$ cat src/verilog/jtag_user_pkg.sv
`default_nettype none

package jtag_user_pkg;

    // Digits per instruction line
    localparam int INSTR_DIGITS = 11;

    // One received character from the DR path
    typedef logic [7:0] inbound_data_t;

    // Value of one hex digit
    typedef logic [3:0] nibble_t;

    // Normalized instruction, one nibble per digit
    typedef logic [INSTR_DIGITS*4-1:0] instr_t;

    // Accumulated set-bit count
    typedef logic [23:0] result_t;

    // Digits seen on the current line
    typedef logic [3:0] digit_count_t;

    // Control characters of the text stream
    localparam inbound_data_t CHAR_LF  = 8'h0a;
    localparam inbound_data_t CHAR_CR  = 8'h0d;
    localparam inbound_data_t CHAR_EOT = 8'h04;

    // Line parser states
    typedef enum logic [1:0] {
        line_start,
        in_digits,
        discard_line,
        file_done
    } line_state_t;

endpackage

`default_nettype wire

$ cat src/verilog/instr_tally.sv
`timescale 1ns/10ps
`default_nettype none

module instr_tally
    import jtag_user_pkg::*;
(
    input  logic    tck,
    input  logic    rst_n,
    input  logic    session_clear,
    input  logic    digit_shift,
    input  nibble_t digit_value,
    input  logic    commit,
    input  logic    line_start_clear,
    output result_t result
);

    instr_t  instr;
    result_t instr_ones;

    assign instr_ones = result_t'($countones(instr));

    // First digit ends up as the most significant nibble
    always_ff @(posedge tck) begin
        if (session_clear || line_start_clear) begin
            instr <= '0;
        end else if (digit_shift) begin
            instr <= {instr[$bits(instr_t)-5:0], digit_value};
        end
    end

    // Commit sees the full line before line_start_clear empties it
    always_ff @(posedge tck) begin
        if (!rst_n) begin
            result <= '0;
        end else if (session_clear) begin
            result <= '0;
        end else if (commit) begin
            result <= result + instr_ones;
        end
    end

endmodule

`default_nettype wire

$ cat src/verilog/line_decoder.sv
`timescale 1ns/10ps
`default_nettype none

module line_decoder
    import jtag_user_pkg::*;
(
    input  logic          tck,
    input  logic          rst_n,
    input  logic          test_logic_reset,
    input  logic          ir_is_user,
    input  logic          inbound_valid,
    input  inbound_data_t inbound_data,
    output logic          session_clear,
    output logic          digit_shift,
    output nibble_t       digit_value,
    output logic          commit,
    output logic          line_start_clear,
    output logic          end_of_file
);

    line_state_t  state;
    digit_count_t digit_cnt;
    logic         is_hex;
    nibble_t      hex_nibble;
    logic         is_lf;
    logic         is_cr;
    logic         is_eot;
    logic         line_full;

    // Character classification
    always_comb begin
        is_hex     = 1'b1;
        hex_nibble = '0;
        if (inbound_data >= "0" && inbound_data <= "9") begin
            hex_nibble = nibble_t'(inbound_data - "0");
        end else if (inbound_data >= "a" && inbound_data <= "f") begin
            hex_nibble = nibble_t'(inbound_data - "a" + 8'd10);
        end else if (inbound_data >= "A" && inbound_data <= "F") begin
            hex_nibble = nibble_t'(inbound_data - "A" + 8'd10);
        end else begin
            is_hex = 1'b0;
        end
    end

    assign is_lf     = inbound_data == CHAR_LF;
    assign is_cr     = inbound_data == CHAR_CR;
    assign is_eot    = inbound_data == CHAR_EOT;
    assign line_full = digit_cnt == digit_count_t'(INSTR_DIGITS);

    always_ff @(posedge tck) begin
        if (!rst_n) begin
            state            <= line_start;
            digit_cnt        <= '0;
            session_clear    <= 1'b0;
            digit_shift      <= 1'b0;
            commit           <= 1'b0;
            line_start_clear <= 1'b0;
            end_of_file      <= 1'b0;
        end else begin
            session_clear    <= test_logic_reset || !ir_is_user;
            digit_shift      <= 1'b0;
            commit           <= 1'b0;
            line_start_clear <= 1'b0;
            end_of_file      <= 1'b0;
            if (session_clear) begin
                state     <= line_start;
                digit_cnt <= '0;
            end else if (inbound_valid) begin
                case (state)
                    line_start, in_digits: begin
                        if (is_hex) begin
                            if (line_full) begin
                                // Twelfth digit spoils the line
                                state <= discard_line;
                            end else begin
                                digit_shift <= 1'b1;
                                digit_cnt   <= digit_cnt + 1'b1;
                                state       <= in_digits;
                            end
                        end else if (is_lf) begin
                            commit           <= line_full;
                            line_start_clear <= 1'b1;
                            digit_cnt        <= '0;
                            state            <= line_start;
                        end else if (is_eot) begin
                            end_of_file <= 1'b1;
                            state       <= file_done;
                        end else if (!is_cr) begin
                            state <= discard_line;
                        end
                    end
                    discard_line: begin
                        if (is_lf) begin
                            line_start_clear <= 1'b1;
                            digit_cnt        <= '0;
                            state            <= line_start;
                        end else if (is_eot) begin
                            end_of_file <= 1'b1;
                            state       <= file_done;
                        end
                    end
                    // Stays here until the session is cleared
                    file_done: ;
                    default: state <= line_start;
                endcase
            end
        end
    end

    always_ff @(posedge tck) begin
        if (inbound_valid && is_hex) begin
            digit_value <= hex_nibble;
        end
    end

endmodule

`default_nettype wire

$ cat src/verilog/tap_decoder.sv
`timescale 1ns/10ps
`default_nettype none

module tap_decoder
    import jtag_user_pkg::*;
#(
    parameter int UPSTREAM_BYPASS_BITS = 1
) (
    input  logic          tck,
    input  logic          rst_n,
    input  logic          tdi,
    input  logic          ir_is_user,
    input  logic          shift_dr,
    input  logic          update_dr,
    input  logic          session_clear,
    output logic          inbound_valid,
    output inbound_data_t inbound_data,
    output logic          alignment_error
);

    localparam int BYTE_W      = $bits(inbound_data_t);
    localparam int BIT_CNT_W   = $clog2(BYTE_W);
    localparam int BYPASS_CNT_W =
        (UPSTREAM_BYPASS_BITS > 0) ? $clog2(UPSTREAM_BYPASS_BITS + 1) : 1;
    localparam logic [BIT_CNT_W-1:0] LAST_BIT = BIT_CNT_W'(BYTE_W - 1);

    logic [BYPASS_CNT_W-1:0] bypass_cnt;
    logic [BIT_CNT_W-1:0]    bit_cnt;
    inbound_data_t           shift_byte;
    inbound_data_t           next_byte;
    logic                    sample;
    logic                    bypass_done;

    assign sample      = shift_dr && ir_is_user;
    assign bypass_done = int'(bypass_cnt) >= UPSTREAM_BYPASS_BITS;
    // LSB arrives first, so new bits enter at the top
    assign next_byte   = {tdi, shift_byte[BYTE_W-1:1]};

    always_ff @(posedge tck) begin
        if (!rst_n) begin
            bypass_cnt      <= '0;
            bit_cnt         <= '0;
            inbound_valid   <= 1'b0;
            alignment_error <= 1'b0;
        end else begin
            inbound_valid   <= 1'b0;
            alignment_error <= 1'b0;
            if (session_clear) begin
                bypass_cnt <= '0;
                bit_cnt    <= '0;
            end else if (update_dr && ir_is_user) begin
                // Partial byte is dropped here
                alignment_error <= (bit_cnt != '0);
                bypass_cnt      <= '0;
                bit_cnt         <= '0;
            end else if (sample) begin
                if (!bypass_done) begin
                    bypass_cnt <= bypass_cnt + 1'b1;
                end else begin
                    bit_cnt       <= bit_cnt + 1'b1;
                    inbound_valid <= (bit_cnt == LAST_BIT);
                end
            end
        end
    end

    always_ff @(posedge tck) begin
        if (sample && bypass_done) begin
            shift_byte <= next_byte;
            if (bit_cnt == LAST_BIT) begin
                inbound_data <= next_byte;
            end
        end
    end

endmodule

`default_nettype wire

$ cat src/verilog/tap_encoder.sv
`timescale 1ns/10ps
`default_nettype none

module tap_encoder
    import jtag_user_pkg::*;
(
    input  logic    tck,
    input  logic    rst_n,
    input  logic    session_clear,
    input  logic    end_of_file,
    input  result_t result,
    input  logic    ir_is_user,
    input  logic    capture_dr,
    input  logic    shift_dr,
    output logic    tdo
);

    localparam int DR_W = $bits(result_t) + 1;

    logic            final_flag;
    result_t         held_result;
    logic [DR_W-1:0] dr_shift;

    // Result is frozen once the file has ended
    always_ff @(posedge tck) begin
        if (!rst_n) begin
            final_flag  <= 1'b0;
            held_result <= '0;
        end else if (session_clear) begin
            final_flag  <= 1'b0;
            held_result <= '0;
        end else if (end_of_file) begin
            final_flag  <= 1'b1;
            held_result <= result;
        end
    end

    // Flag goes out first, then the result LSB first
    always_ff @(posedge tck) begin
        if (!rst_n) begin
            dr_shift <= '0;
        end else if (capture_dr && ir_is_user) begin
            dr_shift <= {held_result, final_flag};
        end else if (shift_dr && ir_is_user) begin
            dr_shift <= {1'b0, dr_shift[DR_W-1:1]};
        end
    end

    assign tdo = dr_shift[0];

endmodule

`default_nettype wire

$ cat src/verilog/user_logic.sv
`timescale 1ns/10ps
`default_nettype none

module user_logic
    import jtag_user_pkg::*;
#(
    parameter int UPSTREAM_BYPASS_BITS = 1
) (
    input  logic tck,
    input  logic rst_n,
    input  logic tdi,
    input  logic test_logic_reset,
    input  logic ir_is_user,
    input  logic capture_dr,
    input  logic shift_dr,
    input  logic update_dr,
    output logic tdo,
    output logic alignment_error
);

    logic          inbound_valid;
    inbound_data_t inbound_data;
    logic          session_clear;
    logic          digit_shift;
    nibble_t       digit_value;
    logic          commit;
    logic          line_start_clear;
    logic          end_of_file;
    result_t       result;

    // Byte deserializer behind the upstream bypass bits
    tap_decoder #(
        .UPSTREAM_BYPASS_BITS(UPSTREAM_BYPASS_BITS)
    ) tap_decoder_i (
        .tck            (tck),
        .rst_n          (rst_n),
        .tdi            (tdi),
        .ir_is_user     (ir_is_user),
        .shift_dr       (shift_dr),
        .update_dr      (update_dr),
        .session_clear  (session_clear),
        .inbound_valid  (inbound_valid),
        .inbound_data   (inbound_data),
        .alignment_error(alignment_error)
    );

    line_decoder line_decoder_i (
        .tck             (tck),
        .rst_n           (rst_n),
        .test_logic_reset(test_logic_reset),
        .ir_is_user      (ir_is_user),
        .inbound_valid   (inbound_valid),
        .inbound_data    (inbound_data),
        .session_clear   (session_clear),
        .digit_shift     (digit_shift),
        .digit_value     (digit_value),
        .commit          (commit),
        .line_start_clear(line_start_clear),
        .end_of_file     (end_of_file)
    );

    instr_tally instr_tally_i (
        .tck             (tck),
        .rst_n           (rst_n),
        .session_clear   (session_clear),
        .digit_shift     (digit_shift),
        .digit_value     (digit_value),
        .commit          (commit),
        .line_start_clear(line_start_clear),
        .result          (result)
    );

    // Readback of flag and result on TDO
    tap_encoder tap_encoder_i (
        .tck          (tck),
        .rst_n        (rst_n),
        .session_clear(session_clear),
        .end_of_file  (end_of_file),
        .result       (result),
        .ir_is_user   (ir_is_user),
        .capture_dr   (capture_dr),
        .shift_dr     (shift_dr),
        .tdo          (tdo)
    );

endmodule

`default_nettype wire
$ cat config.mk
export PLATFORM = sky130hd
export DESIGN_NAME = user_logic
export DESIGN_NICKNAME = d
export VERILOG_FILES = /design/src/verilog/jtag_user_pkg.sv /design/src/verilog/instr_tally.sv /design/src/verilog/line_decoder.sv /design/src/verilog/tap_decoder.sv /design/src/verilog/tap_encoder.sv /design/src/verilog/user_logic.sv
export SDC_FILE = /design/constraint.sdc
export NUM_CORES = 1
export LEC_CHECK = 0
export BUFFER_PORTS_ARGS = -buffer_cell sky130_fd_sc_hd__buf_2
export CORE_AREA = 5 5 96 188
export DETAILED_ROUTE_END_ITERATION = 8
export DIE_AREA = 0 0 101 193
export SYNTH_ARGS = -nofsm -noshare
export SYNTH_HDL_FRONTEND = slang
export SYNTH_SLANG_ARGS = --single-unit
$ cat constraint.sdc
create_clock -name tck -period 9.9 [get_ports tck]
set_input_delay 0.495 -clock tck [delete_from_list [all_inputs] [get_ports tck]]
set_output_delay 0.495 -clock tck [all_outputs]
set_load 0.02 [all_outputs]
==> flow_metrics.py <==
metrics = {
    "synthesis": {
        "synth.distinct_cells": 65,
        "syn_nets": 920,
        "syn_inst": 821,
        "yosys_most_used_dff": "dfxtp_1",
        "syn_area_per_cell_sq_um": 9.81,
        "synth_edf_count": 19,
        "ys_seq_elements": 154,
        "syn_area_sq_um": 8050,
        "ys_seq_area_share_pct": 40.7,
        "synth-async-reset-ratio_pct": 0,
        "ys_warn_count": 0,
    },
    "clocking": {
        "cts_made_buffers": 17,
        "cts_root_buf": "clkbuf_16",
        "cts_setup_buffers": 0,
        "ctsHoldBuffers": 0,
        "tritoncts": "built",
        "htree_levels": 4,
        "worstSkewPairLatency_ps": 420,
        "cts_sinks": 154,
        "clk_path_buf_depth": 2,
        "cts_resized": 0,
        "cts.reportedPaths.clkPinSlew_ps": 70,
    },
    "layout": {
        "layout-area-overhead-vs-synth_pct": 9.59,
        "finish.utilization_pct": 53.4,
        "drive_gt1_share_pct": 6.93,
        "diodes": 0,
        "final_design_area_no_fill_sq_um": 8820,
        "fin_nets": 908,
    },
    "die": {
        "dieArea_sq_um": 19500,
        "initial_utilization_pct": 48.8,
        "core_area_sq_um": 16500,
        "die_h_microns": 193,
        "die_x_microns": 101,
        "ios": 10,
        "rows": 67,
    },
    "global_route": {
        "grt_pass1_vias": 5551,
        "grt_max_degree": 54,
        "grt_pass1_wl_mm": 26.7,
        "antenna_found_initial": 0,
        "grt_overflow": 0,
        "gr-usage-all-layers_pct": 17.1,
    },
    "run": {
        "cap_violations": 0,
    },
    "detailed_routing": {
        "vias": 5456,
        "drt-initial-drc-count": 188,
        "ant_nets": 0,
        "routedWlPerCell_microns": 14.5,
        "drc_errors": 0,
        "vias_per_cell": 5.30,
        "firstDrtPassIters": 4,
        "finalWirelength_mm": 14.9,
    },
    "sta": {
        "min_period_over_period_pct": 58.8,
        "min_period_ps": 5820,
        "grt_setup_unrepaired": "false",
        "relSlewSlack_pct": 33.4,
        "hold_viol": 0,
        "final-max-slew-violation-count": 0,
        "final.setup.tns_ps": 0,
        "fin_ws_ps": 4080,
        "fin_skew_ps": 9.88,
        "fmax_ghz": 0.172,
        "worstMarginPinSlew_ps": 996,
        "setup_viol": 0,
    },
    "power_and_ir_drop": {
        "leakage_nw": 3.66,
        "p_total_mw": 1.37,
        "power.density_nw_per_um2": 155,
        "ir_drop_v": 0.0000982,
    },
    "worst_setup_path": {
        "crit_arrival_ps": 6170,
        "crit_required_ps": 10250,
        "slowest_stage": "fa_1",
        "crit_path_start_kind": "flip-flop",
        "worstSetupPathType": "reg -> reg",
        "critPathCaptureType": "flip-flop",
        "critical-path-max-stage-delay_ps": 550,
        "path_cells": "ha_1 -> inv_1 -> fa_1 -> fa_1 -> fa_1 -> inv_1 -> fa_1 -> fa_1 -> inv_1 -> fa_1 -> inv_1 -> ha_1 -> inv_1 -> fa_1 -> nor2b_1 -> o31ai_1 -> a211o_1 -> or3_1 -> a21oi_1",
        "cp_max_fo": 6,
        "cp_common_cell": "fa_1",
    },
    "place": {
        "routabilityCongestion": 0.779,
        "port_buffers": 9,
        "hpwlAfterDp_mm": 10.4,
        "postPlaceCellArea_sq_um": 8200,
        "place_ws_ps": 4070,
    },
    "worst_hold_path": {
        "hold_path_class": "in -> reg",
    },
    "run_status": {
        "outcome": "completed",
    },
}
## path summary, 6_finish.rpt
kind | startpoint | to | slack, ps | depth (start not counted)
setup / recovery | instr_tally_i.instr[0] | instr_tally_i.result[19] | 4080 | 19
hold / removal | tdi | tap_decoder_i.inbound_data[7] | 260 | 1
setup reg to reg | instr_tally_i.instr[0] | instr_tally_i.result[19] | 4080 | 19
hold reg to reg | tap_decoder_i.shift_byte[1] | tap_decoder_i.inbound_data[0] | 430 | 0
## sequential cells by signal, indices dropped and copies added, names as in the netlist, 4 cells and up
| name | count |
|---|---|
| line_decoder_i.digit_cnt | 4 |
| instr_tally_i.result | 24 |
| instr_tally_i.instr | 44 |
| line_decoder_i.digit_value | 4 |
| tap_encoder_i.held_result | 24 |
| tap_encoder_i.dr_shift | 25 |
| tap_decoder_i.shift_byte | 7 |
| tap_decoder_i.inbound_data | 8 |
## cell type report
class | instances | area (sq um)
clock buffer | 17 | 425
clock inverter | 15 | 200
fill | 1471 | 7690
inverter | 98 | 368
multi-input combinational | 525 | 4220
sequential | 154 | 3270
tap | 207 | 259
timing repair buffer | 13 | 75.1
## cell usage in the layout (no fill, tap or decap), drive strengths merged, types with 3 or more instances in the layout
master   instances
nand3b           3
o41ai            3
nor4             4
a2111oi          3
nand3           55
xnor2            4
edfxtp          19
and2             4
mux2i           71
and4             3
nor2b            9
inv            107
ha              48
buf             13
dfxtp          135
o21ai           18
a211oi           7
or3              6
nor3             6
a21o             3
a21oi           19
fa              43
o21a             5
bufinv           3
nand2           42
nand4            6
and3             3
o211a           22
a21boi           3
nor2            96
clkbuf          17
nand2b           4
## report_power, final
group	internal, mW	leakage [nW]	switching [mW]
clock	0.407	0.307	0.280
sequential	0.638	1.26	0.00394
combinational	0.0108	2.09	0.0269
## per-layer routing
| metal | GRT usage (%) | wire, microns | up-vias |
|---|---|---|---|
| met5 | 0 | 0 | - |
| met4 | 5.89 | 272 | 0 |
| met3 | 3.06 | 300 | 18 |
| met2 | 29.5 | 7620 | 59 |
| met1 | 21.3 | 6740 | 2596 |
| li1 | - | - | 2783 |
## synth_stat cells (4+ instances only)
cell type / count / area share (%)
edfxtp_1: 19 / 7.1
buf_1: 7 / 0.33
nand4_1: 5 / 0.39
ha_1: 48 / 7.5
inv_1: 98 / 4.6
o211a_1: 22 / 2.7
nor4_1: 4 / 0.31
nand3_1: 55 / 3.4
a21oi_1: 19 / 1.2
nand2b_1: 4 / 0.31
fa_1: 43 / 11
o21ai_0: 18 / 1.1
xnor2_1: 4 / 0.44
mux2i_1: 71 / 8.8
dfxtp_1: 135 / 34
o21a_1: 5 / 0.47
clkbuf_1: 33 / 1.5
nor3_1: 6 / 0.37
or3_1: 6 / 0.47
nor2_1: 96 / 4.5
nor2b_1: 9 / 0.70
nand2_1: 42 / 2.0
a211oi_1: 7 / 0.65
## metrics by stage
stage	hold WS, ps	std cells
floorplan	400	821
global placement	427	997
detailed placement	429	997
CTS	234	1029
global route	233	1029
finish	256	1029
## worst max-delay path: cells and delay by family (launching register included)
kind	cells	cell delay, ps
adder cells (fa/ha/maj)	9	3780
AND/OR/NAND/NOR	2	570
buffers and inverters	5	320
flip-flops	1	330
AO/OA/AOI/OAI	3	750
## kinds of logic (layout without fill, tap and decap cells)
group,count (synthesis),in the layout,synth area share (%)
XOR/XNOR,6,6,0.653
flip-flops,154,154,40.7
AO/OA/AOI/OAI,107,107,9.96
adder cells (fa/ha/maj),91,91,18.2
buffers and inverters,142,143,6.95
multiplexers,72,72,8.97
AND/OR/NAND/NOR,249,249,14.7
Power figures use the tool's default switching activity.
